### config.mk
export PLATFORM = sky130hd
export DESIGN_NAME = rv_frontend
export DESIGN_NICKNAME = d
export VERILOG_FILES = /design/src/design/rv_isa_pkg.sv /design/src/design/rv_pipe_pkg.sv /design/src/design/rv_imm_gen.sv /design/src/design/rv_decode.sv /design/src/design/rv_ras.sv /design/src/design/rv_frontend.sv
export SDC_FILE = /design/constraint.sdc
export NUM_CORES = 1
export LEC_CHECK = 0
export BUFFER_PORTS_ARGS = -buffer_cell sky130_fd_sc_hd__buf_2
export CAP_MARGIN = 25
export CORE_MARGIN = 4
export CORE_UTILIZATION = 39
export DETAILED_ROUTE_END_ITERATION = 6
export SLEW_MARGIN = 20
export SYNTH_ARGS = -nofsm -noshare
export SYNTH_HDL_FRONTEND = slang
export SYNTH_HIERARCHICAL = 1
export SYNTH_SLANG_ARGS = --single-unit
### constraint.sdc
create_clock -name clk_i -period 3.89 [get_ports clk_i]
set_input_delay 0.389 -clock clk_i [delete_from_list [all_inputs] [get_ports clk_i]]
set_output_delay 0.389 -clock clk_i [all_outputs]
set_load 0.01 [all_outputs]
### src/design/rv_isa_pkg.sv
`default_nettype none

package rv_isa_pkg;

  // Data and address width
  localparam int unsigned XLEN = 32;

  // Register file address width
  localparam int unsigned REG_BITS = 5;

  // Major opcode field is instr[6:2]
  localparam int unsigned OPC_BITS = 5;

  // Byte distance to the next sequential instruction
  localparam int unsigned INSTR_BYTES = 4;

  // Major opcodes
  localparam logic [OPC_BITS-1:0] OP_LOAD   = 5'b00000;
  localparam logic [OPC_BITS-1:0] OP_AI     = 5'b00100; // Arithmetic with immediate
  localparam logic [OPC_BITS-1:0] OP_AUIPC  = 5'b00101;
  localparam logic [OPC_BITS-1:0] OP_STORE  = 5'b01000;
  localparam logic [OPC_BITS-1:0] OP_A      = 5'b01100; // Register-register, incl. M extension
  localparam logic [OPC_BITS-1:0] OP_LUI    = 5'b01101;
  localparam logic [OPC_BITS-1:0] OP_BRANCH = 5'b11000;
  localparam logic [OPC_BITS-1:0] OP_JALR   = 5'b11001;
  localparam logic [OPC_BITS-1:0] OP_JAL    = 5'b11011;
  localparam logic [OPC_BITS-1:0] OP_SYS    = 5'b11100; // Only mret handled here

  // Link registers per the calling convention, ra and t0
  localparam logic [REG_BITS-1:0] LINK_REG     = 5'd1;
  localparam logic [REG_BITS-1:0] LINK_REG_ALT = 5'd5;

  // Instruction formats
  // NONE covers opcodes this front end does not decode
  typedef enum logic [2:0] {
    FMT_NONE = 3'd0,
    FMT_R    = 3'd1, // Register-register
    FMT_I    = 3'd2, // Immediate, loads, jalr, system
    FMT_S    = 3'd3, // Stores
    FMT_U    = 3'd4, // Upper immediates
    FMT_B    = 3'd5, // Conditional branches
    FMT_J    = 3'd6  // jal
  } instr_fmt_e;

endpackage

`default_nettype wire

### src/design/rv_pipe_pkg.sv
`default_nettype none

package rv_pipe_pkg;

  import rv_isa_pkg::*;

  // Return address stack entries, keep a power of two
  localparam int unsigned RAS_DEPTH = 4;
  localparam int unsigned RAS_PTR_BITS = $clog2(RAS_DEPTH);
  localparam int unsigned RAS_CNT_BITS = $clog2(RAS_DEPTH + 1);

  // Stage 4 unit select, one-hot
  typedef enum logic [2:0] {
    PATH_ALU = 3'b001,
    PATH_MEM = 3'b010,
    PATH_MUL = 3'b100
  } stage_path_e;

  // Control bundle out of decode
  typedef struct packed {
    logic        valid;       // High one cycle per accepted instruction
    logic        imm_valid;   // imm is the second ALU operand
    logic        jal;
    logic        jalr;
    logic        branch;      // Held until resolved
    logic [2:0]  branch_cond; // funct3 of the branch
    logic        mem_write;
    logic        link;        // rd receives link_data
    logic        mret;
    logic        push_ras;
    logic        pop_ras;
    stage_path_e path;
    logic [3:0]  alu_op;      // funct7[5] then funct3
    logic [2:0]  word_size;   // funct3 of loads and stores
  } decode_ctrl_t;

  // Operand bundle out of decode
  typedef struct packed {
    logic [REG_BITS-1:0] rs1;
    logic [REG_BITS-1:0] rs2;
    logic [REG_BITS-1:0] rd;
    logic [XLEN-1:0]     imm;
    logic [XLEN-1:0]     pc;
    logic [XLEN-1:0]     jal_target;
    logic [XLEN-1:0]     link_data;
  } decode_ops_t;

endpackage

`default_nettype wire

### src/design/rv_imm_gen.sv
`default_nettype none

module rv_imm_gen (
  input  logic [rv_isa_pkg::XLEN-1:0] instr_i,
  input  rv_isa_pkg::instr_fmt_e      fmt_i,
  output logic [rv_isa_pkg::XLEN-1:0] imm_o
);

  import rv_isa_pkg::*;

  logic sign;
  logic [11:0] imm_i;
  logic [11:0] imm_s;
  logic [12:0] imm_b;
  logic [20:0] imm_j;

  assign sign = instr_i[31]; // Always bit 31 in RV32

  assign imm_i = instr_i[31:20];
  assign imm_s = {instr_i[31:25], instr_i[11:7]};

  // Branch and jump offsets are scattered, lsb is always zero
  assign imm_b = {instr_i[31], instr_i[7], instr_i[30:25], instr_i[11:8], 1'b0};
  assign imm_j = {instr_i[31], instr_i[19:12], instr_i[20], instr_i[30:21], 1'b0};

  always_comb begin
    case (fmt_i)
      FMT_I:   imm_o = {{(XLEN-12){sign}}, imm_i};
      FMT_S:   imm_o = {{(XLEN-12){sign}}, imm_s};
      FMT_B:   imm_o = {{(XLEN-13){sign}}, imm_b};
      FMT_U:   imm_o = {instr_i[31:12], 12'b0}; // lui and auipc
      FMT_J:   imm_o = {{(XLEN-21){sign}}, imm_j};
      default: imm_o = '0; // R and unknown carry no immediate
    endcase
  end

endmodule

`default_nettype wire

### src/design/rv_decode.sv
`default_nettype none

module rv_decode (
  input  logic                        clk_i,
  input  logic                        rst_i,
  input  logic [rv_isa_pkg::XLEN-1:0] instr_i,
  input  logic                        instr_valid_i,
  input  logic [rv_isa_pkg::XLEN-1:0] pc_i,
  input  logic                        irq_i,
  input  logic                        branch_resolved_i,
  output rv_pipe_pkg::decode_ctrl_t   ctrl_o,
  output rv_pipe_pkg::decode_ops_t    ops_o,
  output logic                        jump_pending_o,
  output logic [rv_isa_pkg::XLEN-1:0] uepc_o
);

  import rv_isa_pkg::*;
  import rv_pipe_pkg::*;

  logic [OPC_BITS-1:0] opcode;
  logic [2:0]          funct3;
  logic [6:0]          funct7;
  logic [REG_BITS-1:0] rd;
  logic [REG_BITS-1:0] rs1;
  logic [REG_BITS-1:0] rs2;
  instr_fmt_e          fmt;
  logic [XLEN-1:0]     imm;
  logic                is_jal;
  logic                is_jalr;
  logic                rd_link;
  logic                rs1_link;
  decode_ctrl_t        ctrl_d;
  decode_ops_t         ops_d;

  assign opcode = instr_i[6:2];
  assign funct3 = instr_i[14:12];
  assign funct7 = instr_i[31:25];
  assign rd     = instr_i[11:7];
  assign rs1    = instr_i[19:15];
  assign rs2    = instr_i[24:20];

  assign is_jal   = (opcode == OP_JAL);
  assign is_jalr  = (opcode == OP_JALR);
  assign rd_link  = (rd == LINK_REG) || (rd == LINK_REG_ALT);
  assign rs1_link = (rs1 == LINK_REG) || (rs1 == LINK_REG_ALT);

  // Anything that may redirect fetch
  assign jump_pending_o = is_jal || is_jalr || (opcode == OP_BRANCH) || (opcode == OP_SYS);

  always_comb begin
    case (opcode)
      OP_LOAD:   fmt = FMT_I;
      OP_AI:     fmt = FMT_I;
      OP_AUIPC:  fmt = FMT_U;
      OP_STORE:  fmt = FMT_S;
      OP_A:      fmt = FMT_R;
      OP_LUI:    fmt = FMT_U;
      OP_BRANCH: fmt = FMT_B;
      OP_JALR:   fmt = FMT_I;
      OP_JAL:    fmt = FMT_J;
      OP_SYS:    fmt = FMT_I; // Treated as mret
      default:   fmt = FMT_NONE;
    endcase
  end

  rv_imm_gen i_rv_imm_gen (
    .instr_i (instr_i),
    .fmt_i   (fmt),
    .imm_o   (imm)
  );

  always_comb begin
    ctrl_d = '0;
    ctrl_d.valid       = 1'b1;
    ctrl_d.imm_valid   = (fmt != FMT_R) && (fmt != FMT_B);
    ctrl_d.jal         = is_jal;
    ctrl_d.jalr        = is_jalr;
    ctrl_d.branch      = (fmt == FMT_B);
    ctrl_d.branch_cond = (fmt == FMT_B) ? funct3 : 3'b0;
    ctrl_d.mem_write   = (opcode == OP_STORE);
    ctrl_d.link        = is_jal || is_jalr;
    ctrl_d.mret        = (opcode == OP_SYS);

    // Call pushes, return pops, both at once is a coroutine swap
    ctrl_d.push_ras = rd_link && (is_jal || is_jalr);
    ctrl_d.pop_ras  = rs1_link && is_jalr && !(ctrl_d.push_ras && (rd == rs1));

    if ((opcode == OP_LOAD) || (opcode == OP_STORE))
      ctrl_d.path = PATH_MEM;
    else if ((opcode == OP_A) && funct7[0])
      ctrl_d.path = PATH_MUL; // M extension
    else
      ctrl_d.path = PATH_ALU;

    if (opcode == OP_A)
      ctrl_d.alu_op = {funct7[5], funct3};
    else if (opcode == OP_AI)
      ctrl_d.alu_op = {funct7[5] && (funct3 == 3'b101), funct3}; // srai vs srli
    else
      ctrl_d.alu_op = 4'b0;

    if ((fmt == FMT_I) || (fmt == FMT_S))
      ctrl_d.word_size = funct3;

    // Register addresses the format does not use stay zero
    ops_d = '0;
    case (fmt)
      FMT_R: begin
        ops_d.rs1 = rs1;
        ops_d.rs2 = rs2;
        ops_d.rd  = rd;
      end
      FMT_I: begin
        ops_d.rs1 = rs1;
        ops_d.rd  = rd;
      end
      FMT_S, FMT_B: begin
        ops_d.rs1 = rs1;
        ops_d.rs2 = rs2;
      end
      FMT_U, FMT_J: ops_d.rd = rd;
      default: begin
      end
    endcase

    ops_d.imm        = (opcode == OP_AUIPC) ? pc_i + imm : imm;
    ops_d.pc         = pc_i;
    ops_d.jal_target = is_jal ? pc_i + imm : ops_o.jal_target; // imm is the J offset here
    ops_d.link_data  = pc_i + XLEN'(INSTR_BYTES);
  end

  always_ff @(posedge clk_i) begin
    if (rst_i) begin
      ctrl_o      <= '0;
      ctrl_o.path <= PATH_ALU;
    end else if (instr_valid_i) begin
      ctrl_o <= ctrl_d;
    end else begin
      ctrl_o.valid <= 1'b0;
      if (branch_resolved_i)
        ctrl_o.branch <= 1'b0;
    end
  end

  always_ff @(posedge clk_i) begin
    if (instr_valid_i)
      ops_o <= ops_d;
  end

  // Trap return address
  always_ff @(posedge clk_i) begin
    if (rst_i)
      uepc_o <= '0;
    else if (irq_i)
      uepc_o <= pc_i;
  end

endmodule

`default_nettype wire

### src/design/rv_ras.sv
`default_nettype none

module rv_ras (
  input  logic                        clk_i,
  input  logic                        rst_i,
  input  rv_pipe_pkg::decode_ctrl_t   ctrl_i,
  input  logic [rv_isa_pkg::XLEN-1:0] link_data_i,
  output logic [rv_isa_pkg::XLEN-1:0] ras_target_o,
  output logic                        ras_valid_o
);

  import rv_isa_pkg::*;
  import rv_pipe_pkg::*;

  logic [XLEN-1:0]         entries [RAS_DEPTH];
  logic [RAS_PTR_BITS-1:0] top_q;   // Index of the most recent entry
  logic [RAS_CNT_BITS-1:0] count_q;
  logic                    do_push;
  logic                    do_pop;
  logic [RAS_PTR_BITS-1:0] wr_ptr;

  assign do_push = ctrl_i.valid && ctrl_i.push_ras;
  assign do_pop  = ctrl_i.valid && ctrl_i.pop_ras && ras_valid_o; // Empty pop ignored

  // Replace writes over the top, a plain push goes one above
  // and wraps onto the oldest entry when full
  assign wr_ptr = do_pop ? top_q : top_q + 1'b1;

  always_ff @(posedge clk_i) begin
    if (do_push)
      entries[wr_ptr] <= link_data_i;
  end

  always_ff @(posedge clk_i) begin
    if (rst_i) begin
      top_q   <= '0;
      count_q <= '0;
    end else begin
      case ({do_push, do_pop})
        2'b10: begin
          top_q <= wr_ptr;
          if (count_q != RAS_CNT_BITS'(RAS_DEPTH))
            count_q <= count_q + 1'b1;
        end
        2'b01: begin
          top_q   <= top_q - 1'b1;
          count_q <= count_q - 1'b1;
        end
        default: begin
          // Idle, or replace which keeps the depth
        end
      endcase
    end
  end

  // Top is visible in the same cycle as the pop that consumes it
  assign ras_target_o = entries[top_q];
  assign ras_valid_o  = (count_q != '0);

endmodule

`default_nettype wire

### src/design/rv_frontend.sv
`default_nettype none

module rv_frontend (
  input  logic                        clk_i,
  input  logic                        rst_i,
  input  logic [rv_isa_pkg::XLEN-1:0] instr_i,
  input  logic                        instr_valid_i,
  input  logic [rv_isa_pkg::XLEN-1:0] pc_i,
  input  logic                        irq_i,
  input  logic                        branch_resolved_i,
  output rv_pipe_pkg::decode_ctrl_t   ctrl_o,
  output rv_pipe_pkg::decode_ops_t    ops_o,
  output logic                        jump_pending_o,
  output logic [rv_isa_pkg::XLEN-1:0] uepc_o,
  output logic [rv_isa_pkg::XLEN-1:0] ras_target_o,
  output logic                        ras_valid_o
);

  // Decoder with its immediate builder
  rv_decode i_rv_decode (
    .clk_i             (clk_i),
    .rst_i             (rst_i),
    .instr_i           (instr_i),
    .instr_valid_i     (instr_valid_i),
    .pc_i              (pc_i),
    .irq_i             (irq_i),
    .branch_resolved_i (branch_resolved_i),
    .ctrl_o            (ctrl_o),
    .ops_o             (ops_o),
    .jump_pending_o    (jump_pending_o),
    .uepc_o            (uepc_o)
  );

  // Stack follows the registered hints, one cycle behind decode
  rv_ras i_rv_ras (
    .clk_i        (clk_i),
    .rst_i        (rst_i),
    .ctrl_i       (ctrl_o),
    .link_data_i  (ops_o.link_data),
    .ras_target_o (ras_target_o),
    .ras_valid_o  (ras_valid_o)
  );

endmodule

`default_nettype wire

==> results.yml, run 1 <==
clock_network:
  cts.sinks: 331
  htreeDepth: 2
  tritoncts: "yes"
  cts.path.max_buffers: 3
  cts_buffers: 37
  cts-root-buf: "clkbuf_16"
  clk_latency_ns: 0.54
  clk_pin_slew_worst_paths_ns: 0.06
timing:
  slew-limit-headroom_pct: 38.1
  rsz0062_at_grt: "false"
  final_hold_viol_count: 0
  period_needed_ns: 3.62
  fin_skew_ns: 0.0111
  setup_slack_ns: 0.273
  drv_slew: 0
  timing.hold.ws_ns: 0.164
  timing.fmax_mhz: 276
  setup_viol: 0
  tightest_slew_ns: 0.928
  period_share_pct: 93.0
floorplanning:
  io-pin-count: 301
  fp.dieArea_um2: 41200
  die_h_um: 203
  rows: 71
  core_um2: 37600
  start_util_pct: 39.5
  die_w_um: 203
route:
  route.met2.wl_um: 20900
  first_iter_violations: 689
  met1Wirelength_um: 18200
  top_layer: "met5"
  via_per_inst: 5.15
  drc: 0
  vias: 10500
  ant_nets: 0
  wire_per_inst_um: 21.0
  dr.pass1.iters: 5
  wirelength_um: 42700
  routed-wl-met3_um: 2590
logic_synthesis:
  synth.distinct_cells: 74
  seq_area_frac_synth_pct: 62.8
  syn_inst: 1055
  synth_edf_count: 269
  yosys-top-cells-area: "edfxtp_1 54%, dfxtp_1 8.4%, mux4_2 4.9%"
  ys_warn_count: 6
  yosys.area.top_type: "edfxtp_1"
  avgSynthCellArea_um2: 14.1
  synthFlopType: "edfxtp_1"
  synth-async-reset-ratio_pct: 0
  syn_nets: 1164
  ys_ff_latch: 331
  synth_top_area_share_pct: 54.5
  synth_area_um2: 14800
place:
  dp_hpwl_um: 31000
  place.gp.congestion: 0.902
  port_buffers: 298
  place_worst_setup_slack_ns: -0.366
finish:
  nets: 1600
  drive_gt1_share_pct: 39.3
  area_growth_pct: 29.3
  final_util_pct: 51.0
  diodes: 0
pwr:
  leakage_nw: 7.92
  powerDensity_nw_per_um2: 454
  peakVddDrop_uv: 266
  power_mw: 8.70
global_routing:
  overflow: 0
  grt_pass1_vias: 10400
  grt_max_degree: 65
  grt_usage_pct: 20.1
  grt_pass1_wl_um: 63500
  antenna_found_initial: 1
min_path:
  hp-class: "in -> reg"
  hold_start: "instr_i[7]"
critical_path:
  critPathMaxFanout: 13
  critPathLaunch: "instr_i[3]"
  r2r-start: "i_rv_ras/count_q[0]$_SDFFE_PP0P_"
  cp-end-kind: "flop"
  crit_arrival_ns: 3.90
  cp.required_ns: 4.18
  crit_type: "in -> reg"
  worstSetupStartpointType: "input pin"
run_status:
  status: "completed"
run:
  maxCapViolCount: 0
==> metrics by stage <==
stage / TNS [ns] / std cells / instance area [um^2]
global route: 0 / 2031 / 19200
detailed placement: -4.44 / 1961 / 17900
floorplan: 0 / 1055 / 14800
CTS: 0 / 2029 / 19100
finish: 0 / 2031 / 19200
global placement: -3.10 / 1961 / 17900
==> registers in the layout, summed over array words and instances (netlist names), named ones only <==
| name | cells |
|---|---|
| i_rv_decode/ctrl_o | 23 |
| i_rv_decode/ops_o | 141 |
| i_rv_decode/uepc_o | 32 |
| i_rv_ras/count_q | 3 |
| i_rv_ras/entries | 128 |
| i_rv_ras/top_q | 2 |
==> Yosys cell counts (3+ instances only) <==
library cell and n:
buf_2 9, buf_1 8, and2_1 20, a21o_1 22, nand3b_1 15, nand4b_1 5, nand2b_1 6, edfxtp_1 269
clkbuf_1 20, xor2_1 20, a21oi_1 42, nand4_1 6, mux2_2 29, buf_4 7, mux4_2 32, a31o_2 4
nor2_1 78, o22ai_1 14, a21boi_0 8, and3_1 24, nand3_1 27, buf_6 3, a22oi_1 9, xnor2_1 47
a311oi_1 4, nor3_1 6, or3_1 7, mux2i_1 45, o21ai_0 15, inv_1 20, o31ai_1 3, nand2_1 60
dfxtp_1 62, o211ai_1 6, ha_1 39, a31oi_1 11, a211oi_1 5, nor2b_1 3
==> metal layers <==
metal	global-route usage, %	vias to the layer above
li1	-	4897
met1	26.9	5142
met2	33.7	348
met3	3.82	73
met4	6.07	2
met5	0	-
==> what timing repair did <==
item                       CTS  global route
setup endpoints to repair    0             6
hold buffers                 0             0
setup buffers                0             1
resized for setup            0             3
hold endpoints to repair     0             0
==> layout make-up <==
| class | instances | area (um^2) |
|---|---|---|
| flip-flops and latches | 331 | 9320 |
| well taps | 511 | 639 |
| inverters | 21 | 81.3 |
| fillers | 3292 | 18400 |
| multi-input cells | 655 | 5230 |
| clock inverters | 19 | 208 |
| repair buffers | 445 | 2640 |
| clock buffers | 49 | 1060 |
==> path summary, 6_finish.rpt <==
| check | to | slack, ns | depth (start not counted) |
|---|---|---|---|
| worst min register to register | i_rv_decode/ctrl_o[9]$_SDFFE_PP0P_ | 0.47 | 2 |
| worst max register to register | i_rv_ras/count_q[2]$_SDFFE_PP0P_ | 1.56 | 9 |
| worst max-delay path | i_rv_decode/ops_o[124]$_DFFE_PP_ | 0.27 | 18 |
| worst min-delay path | i_rv_decode/ops_o[128]$_SDFFCE_PN0P_ | 0.16 | 2 |
==> logic make-up (layout without fill, tap and decap cells) <==
kind of cell             after synthesis  after routing  share of synthesized area [%]
buffers and inverters                 69            534                           2.18
multiplexers                         108            108                           10.2
AO/OA/AOI/OAI                        164            164                           7.71
XOR/XNOR                              67             67                           3.96
adder cells (fa/ha/maj)               40             40                           3.43
AND/OR/NAND/NOR                      276            276                           9.65
flip-flops                           331            331                           62.8
==> placed cells by master, fill, tap and decap left out, types with 7 or more instances in the layout <==
| cell | Yosys | layout |
|---|---|---|
| mux4_2 | 32 | 32 |
| edfxtp_1 | 269 | 269 |
| inv_1 | 20 | 20 |
| nand2_1 | 60 | 60 |
| xor2_1 | 20 | 20 |
| clkbuf_1 | 20 | 8 |
| dfxtp_1 | 62 | 61 |
| nand3_1 | 27 | 27 |
| buf_2 | 9 | 296 |
| a31oi_1 | 11 | 11 |
| mux2i_1 | 45 | 45 |
| a21o_1 | 22 | 22 |
| a22oi_1 | 9 | 9 |
| o22ai_1 | 14 | 12 |
| a21oi_1 | 42 | 41 |
| mux2_2 | 29 | 29 |
| and2_1 | 20 | 20 |
| o21ai_0 | 15 | 14 |
| and3_1 | 24 | 24 |
| ha_1 | 39 | 38 |
| or3_1 | 7 | 7 |
| xnor2_1 | 47 | 47 |
| buf_4 | 7 | 146 |
| a21boi_0 | 8 | 7 |
| nand3b_1 | 15 | 15 |
| clkbuf_16 | 0 | 41 |
| nor2_1 | 78 | 76 |
| clkinv_2 | 0 | 9 |
==> report_power, final <==
group,leakage [nW],switching (mW),internal [mW],total (mW)
logic,4.30,0.572,0.452,1.02
registers,3.00,0.0741,4.00,4.07
clock network,0.621,1.41,2.19,3.60
==> critical path, stage by stage <==
cell and delay, ns:
buf_2 0.11, inv_1 0.07, ha_2 0.26, nand3b_1 0.17, o21ai_2 0.16, buf_12 0.18
nand3b_2 0.18, nand3_1 0.19, ha_1 0.35, a21o_1 0.19, a21o_1 0.17, a21o_1 0.18
a2111oi_0 0.43, buf_4 0.19, o31a_1 0.14, a21oi_1 0.09, xor2_1 0.18, mux2_2 0.28
Power figures use the tool's default switching activity.
==> run 2, diff against run 1 <==
REMOVE_ABC_BUFFERS = 1   (was not set)
==> run 2 against run 1 <==
Effect of this change: clock skew shrank 0.0015 ns; power decreased by 2.7%; critical path depth shrank 2; utilization increased by 0.14 points; largest cell class unchanged.
==> results.yml, run 2 (synthesis results as in run 1) <==
finish:
  diodes: 0
  largest_register_ffs: 141
  layout_common_cells: "297 x buf_2, 269 x edfxtp_1, 158 x buf_4"
  drive_gt1_share_pct: 39.5
  instances_no_fill: 2044
  top_register: "i_rv_decode/ops_o"
  final_util_pct: 51.2
  final_common_cell: "buf_2"
  ff_latch_area_um2: 9320
  nFillCells: 3274
  multi_input_area_um2: 5270
  fin_area_um2: 19200
  nets: 1614
  largestRegisters: "i_rv_decode/ops_o x141, i_rv_ras/entries x128, i_rv_decode/uepc_o x32"
  area_growth_pct: 29.6
min_path:
  hp-class: "in -> reg"
clock_network:
  clk_pin_slew_worst_paths_ns: 0.06
  cts-root-buf: "clkbuf_16"
  cts_buffers: 36
  cts.path.max_buffers: 3
  htreeDepth: 2
  cts_setup_buffers: 0
  postCtsHoldBufs: 0
  cts.sinks: 331
  tritoncts: "yes"
  clk_latency_ns: 0.54
floorplanning:
  rows: 71
  core_um2: 37600
  start_util_pct: 39.5
  fp.dieArea_um2: 41200
  io-pin-count: 301
  die_h_um: 203
  die_w_um: 203
place:
  port_buffers: 298
  dp.cells: 1977
  dp_hpwl_um: 30600
  place_worst_setup_slack_ns: -0.397
  place_area_um2: 18000
  place.gp.congestion: 0.904
route:
  wire_per_inst_um: 20.4
  via_per_inst: 5.08
  ant_nets: 0
  wirelength_um: 41800
  drc: 0
  dr.pass1.iters: 4
  first_iter_violations: 548
  vias: 10400
pwr:
  p_seq_share_pct: 48.0
  switching_share_pct: 23.5
  p_int_mw: 6.47
  peakVddDrop_uv: 305
  power_frac_comb_pct: 12.4
  powerDensity_nw_per_um2: 440
  clock_power_share_pct: 39.6
  power_switching_mw: 1.99
  leakage_nw: 7.94
global_routing:
  grt_pass1_wl_um: 62200
  overflow: 0
  antenna_found_initial: 4
  grt_max_degree: 54
  grt_usage_pct: 19.7
  grt_pass1_vias: 10300
critical_path:
  crit_type: "in -> reg"
  cp-end-kind: "flop"
  crit_arrival_ns: 3.95
  critPathMaxFanout: 6
  worstSetupStartpointType: "input pin"
  cp.required_ns: 4.18
timing:
  slew-limit-headroom_pct: 34.3
  period_needed_ns: 3.67
  drv_slew: 0
  setup_viol: 0
  final_hold_viol_count: 0
  timing.fmax_mhz: 273
  rsz0062_at_grt: "true"
  fin_skew_ns: 0.00960
  period_share_pct: 94.2
  setup_slack_ns: 0.224
  tightest_slew_ns: 0.986
run_status:
  status: "completed"
run:
  maxCapViolCount: 0
[run 2: power groups by stage]
stage                     sequential [mW]  combinational [mW]  clock [mW]
after CTS                            4.06                1.05        3.46
after global routing                 4.08                1.14        3.60
after floorplan                      4.19               0.385           0
final                                4.06                1.05        3.36
after detailed placement             4.14                1.05           0
after global placement               4.13                1.04           0
[run 2: per-stage QoR]
step	TNS, ns	power (mW)	hold slack, ns
2_1_floorplan	-38.21	4.58	0.456
3_3_place_gp	-5.17	5.17	0.448
3_5_place_dp	-7.81	5.18	0.451
4_1_cts	0	8.57	0.0833
5_1_grt	-0.0143	8.82	0.0951
6_report	0	8.47	0.103
[run 2: what timing repair did]
action / 4_1_cts / 5_1_grt
hold endpoints to repair: 0 / 0
setup endpoints to repair: 0 / 16
gates resized for setup: 0 / 7
[run 2: metal layers]
metal / global-route usage (%) / wire (um)
met1: 25.7 / 17700
met2: 33.2 / 20100
met3: 4.30 / 2880
met4: 6.22 / 1070
met5: 0 / 42
[run 2: layout make-up]
type / instances / area share (%)
clock buffer: 52 / 5.43
clock inverter: 14 / 0.651
inverter: 21 / 0.423
multi-input combinational: 656 / 27.4
sequential: 331 / 48.5
tap: 511 / 3.33
timing repair buffer: 459 / 14.3
[run 2: final timing paths]
kind,slack [ns],to,startpoint,cells past startpoint
setup / recovery,0.22,i_rv_decode/ops_o[126]$_DFFE_PP_,instr_i[3],16
hold / removal,0.10,i_rv_decode/ops_o[64]$_DFFE_PP_,pc_i[0],1
setup reg to reg,1.46,i_rv_ras/entries[3][23]$_DFFE_PP_,i_rv_ras/count_q[0]$_SDFFE_PP0P_,4
hold reg to reg,0.46,i_rv_decode/ctrl_o[12]$_SDFFE_PP0P_,i_rv_decode/ctrl_o[12]$_SDFFE_PP0P_,2
[run 2: worst max-delay path: stages]
cell and delay [ns]:
buf_2 0.11, inv_1 0.07, ha_2 0.24, nand2b_1 0.17
o22ai_4 0.27, a21bo_1 0.28, a21boi_0 0.36, ha_1 0.36
a21o_1 0.21, a21oi_1 0.16, o21ai_0 0.20, nor4_4 0.34
o31ai_1 0.14, a211oi_2 0.25, xnor2_1 0.11, mux2_1 0.29
==> run 3, diff against run 2 <==
SYNTH_HIERARCHICAL = not set   (was 1)
==> run 3 against run 2 <==
Effect of this change: routed wire length shrank 0.86%; synthesized cell count shrank 0.85%; critical endpoint is now i_rv_decode.ops_o[126]$_DFFE_PP_; hold slack worse by 0.0027 ns; critical path type unchanged; clock skew grew 0.0028 ns; critical path depth is 3 higher; highest routed layer unchanged; sequential power about the same; non-clock buffer count fell by 16; maximum frequency rose by 0.11%.
==> results.yml, run 3 <==
critical_path:
  reg2regPathDepth: 8
  worstSetupStartpointType: "input pin"
  crit_type: "in -> reg"
  path_cells: "buf_2, inv_1, ha_1, mux2i_1, o22ai_4, buf_4, and2_1, a22o_1, a22o_1, ha_1, nand4_1, buf_4, nor2_1, o311ai_2, o211ai_2, a21boi_2, o31a_2, xnor2_1, mux2_4"
  max_stage_delay_ns: 0.40
  cp.required_ns: 4.17
  critPathMaxFanout: 6
  crit_end: "i_rv_decode.ops_o[126]$_DFFE_PP_"
  r2r-start: "i_rv_ras.count_q[0]$_SDFFE_PP0P_"
  slowest_stage: "ha_1"
  reg2reg_setup_slack_ns: 1.54
  cp-end-kind: "flop"
  critPathLaunch: "instr_i[2]"
  crit_arrival_ns: 3.94
logic_synthesis:
  ys_ff_latch: 331
  yosys-top-cells-area: "edfxtp_1 56%, dfxtp_1 8.6%, mux4_2 5.0%"
  synth_common_cells: "269 x edfxtp_1, 90 x nor2_1, 89 x nand2_1"
  avgSynthCellArea_um2: 13.8
  seq_area_frac_synth_pct: 64.5
  synth_most_common_cell: "edfxtp_1"
  synth_top_area_share_pct: 55.9
  ys_warn_count: 0
  synth.distinct_cells: 71
  syn_inst: 1046
  synthFlopType: "edfxtp_1"
  synth-async-reset-ratio_pct: 0
  synth_area_um2: 14500
  yosys.area.top_type: "edfxtp_1"
  synth_edf_count: 269
finish:
  area_growth_pct: 30.0
  final_common_cell: "buf_2"
  diodes: 0
  nets: 1590
  largest_register_ffs: 141
  nFillCells: 3201
  drive_gt1_share_pct: 38.7
  largestRegisters: "i_rv_decode.ops_o x141, i_rv_ras.entries x128, i_rv_decode.uepc_o x32"
  instances_no_fill: 1979
  top_register: "i_rv_decode.ops_o"
  layout_common_cells: "297 x buf_2, 269 x edfxtp_1, 144 x buf_4"
  final_util_pct: 51.3
pwr:
  powerDensity_nw_per_um2: 464
  leakage_nw: 7.77
  peakVddDrop_uv: 299
global_routing:
  grt_pass1_vias: 10300
  grt_usage_pct: 20.2
  antenna_found_initial: 1
  overflow: 0
  grt_max_degree: 66
  grt_pass1_wl_um: 62500
floorplanning:
  fp.dieArea_um2: 40200
  io-pin-count: 301
  die_w_um: 201
  rows: 70
  core_um2: 36600
  die_h_um: 201
  start_util_pct: 39.5
clock_network:
  clk_pin_slew_worst_paths_ns: 0.06
  cts_buffers: 38
  htreeDepth: 2
  cts.sinks: 331
  clk_latency_ns: 0.54
  cts.path.max_buffers: 3
  tritoncts: "yes"
  postCtsHoldBufs: 0
  cts-root-buf: "clkbuf_16"
place:
  dp_hpwl_um: 30300
  dp.cells: 1910
  place.gp.congestion: 0.884
  port_buffers: 298
route:
  ant_nets: 0
  wirelength_um: 41400
  route.met2.wl_um: 18500
  via_per_inst: 5.17
  vias: 10200
  top_layer: "met5"
  first_iter_violations: 523
  wire_per_inst_um: 20.9
  routed-wl-met3_um: 3230
  drc: 0
  dr.pass1.iters: 5
  met1Wirelength_um: 18300
timing:
  slew-limit-headroom_pct: 34.6
  final_hold_viol_count: 0
  period_needed_ns: 3.66
  fin_skew_ns: 0.0124
  rsz0062_at_grt: "false"
  drv_slew: 0
  tightest_slew_ns: 0.981
  timing.fmax_mhz: 273
  setup_viol: 0
  period_share_pct: 94.1
run_status:
  status: "completed"
min_path:
  hp-class: "in -> reg"
run:
  maxCapViolCount: 0
## run 3: changes by cell type in the layout (fill, tap and decap cells not counted), moves of 9 or more
cell | before | now
buf_4 | 158 | 144
mux2i_1 | 44 | 35
mux2_2 | 29 | 20
a21oi_1 | 40 | 52
nand2_1 | 60 | 89
nand3b_1 | 15 | 2
nor2_1 | 76 | 86
and3_1 | 23 | 10
o22ai_1 | 13 | 1
## run 3: how the worst min path moves through the flow
stage               slack (ns)                                   to  cells after the start                                 from
global placement          0.45  i_rv_decode.ctrl_o[17]$_SDFFE_PP0P_                      2  i_rv_decode.ctrl_o[17]$_SDFFE_PP0P_
detailed placement        0.45   i_rv_decode.ctrl_o[4]$_SDFFE_PP0P_                      2   i_rv_decode.ctrl_o[4]$_SDFFE_PP0P_
finish                    0.10     i_rv_decode.ops_o[119]$_DFFE_PP_                      1                        instr_valid_i
floorplan                 0.46    i_rv_decode.ctrl_o[22]$_SDFF_PP0_                      1                                rst_i
CTS                       0.07     i_rv_decode.ops_o[119]$_DFFE_PP_                      1                        instr_valid_i
global route              0.08     i_rv_decode.ops_o[119]$_DFFE_PP_                      1                        instr_valid_i
## run 3: logic make-up (layout without fill, tap and decap cells)
group	count (synthesis)	after routing	synth area share, %
AOI/OAI and AO/OA	153	153	7.26
buffers and inverters	66	531	1.93
adders and majority gates	39	39	3.48
and+or+nand+nor	305	305	9.90
xor gates and xnor gates	64	64	3.88
DFF	331	331	64.5
muxes	88	88	9.07
## run 3: repair_timing
item	in CTS	in global routing
setup buffers	0	0
endpoints found under the setup margin	0	7
resized for setup	0	5
hold endpoints to repair	0	0
## run 3: where the power goes
group	total [mW]	internal, mW	leakage [nW]	switching (mW)
sequential	4.06	4.00	3.00	0.0658
combinational	0.987	0.430	4.13	0.557
clock	3.67	2.26	0.639	1.41
total	8.72	6.69	7.77	2.03
## run 3: metrics by stage
stage          TNS (ns)  power (mW)  setup slack (ns)  instance area [um^2]  hold WS, ns
3_3_place_gp      -3.42        5.11            -0.283                 17400        0.448
2_1_floorplan    -47.56        4.56            -0.731                 14200        0.456
4_1_cts               0        8.83             0.200                 18800       0.0668
3_5_place_dp      -6.10        5.13            -0.368                 17500        0.452
5_1_grt               0        9.09            0.0170                 18800       0.0768
6_report              0        8.72             0.229                 18800        0.101
## run 3: area by class of cell
class | instances | area [um^2] | share of cell area [%]
Clock buffer | 52 | 1060 | 5.67
Clock inverter | 17 | 230 | 1.23
Inverter | 19 | 71.3 | 0.380
Multi-Input combinational cell | 649 | 4910 | 26.1
Sequential cell | 331 | 9320 | 49.6
Tap cell | 468 | 586 | 3.12
Timing Repair Buffer | 443 | 2600 | 13.8
## run 3: critical path, delay by kind of cell
family / cells / cell delay (ns)
buffers and inverters: 4 / 0.47
adders and majority gates: 2 / 0.64
xor gates and xnor gates: 1 / 0.14
muxes: 2 / 0.51
AOI/OAI and AO/OA: 7 / 1.29
and+or+nand+nor: 3 / 0.49
## run 3: per-layer routing
layer	track usage [%]	up-vias
li1	-	4792
met5	0	-
met3	6.06	65
met1	27.5	5046
met2	31.3	333
met4	6.32	2
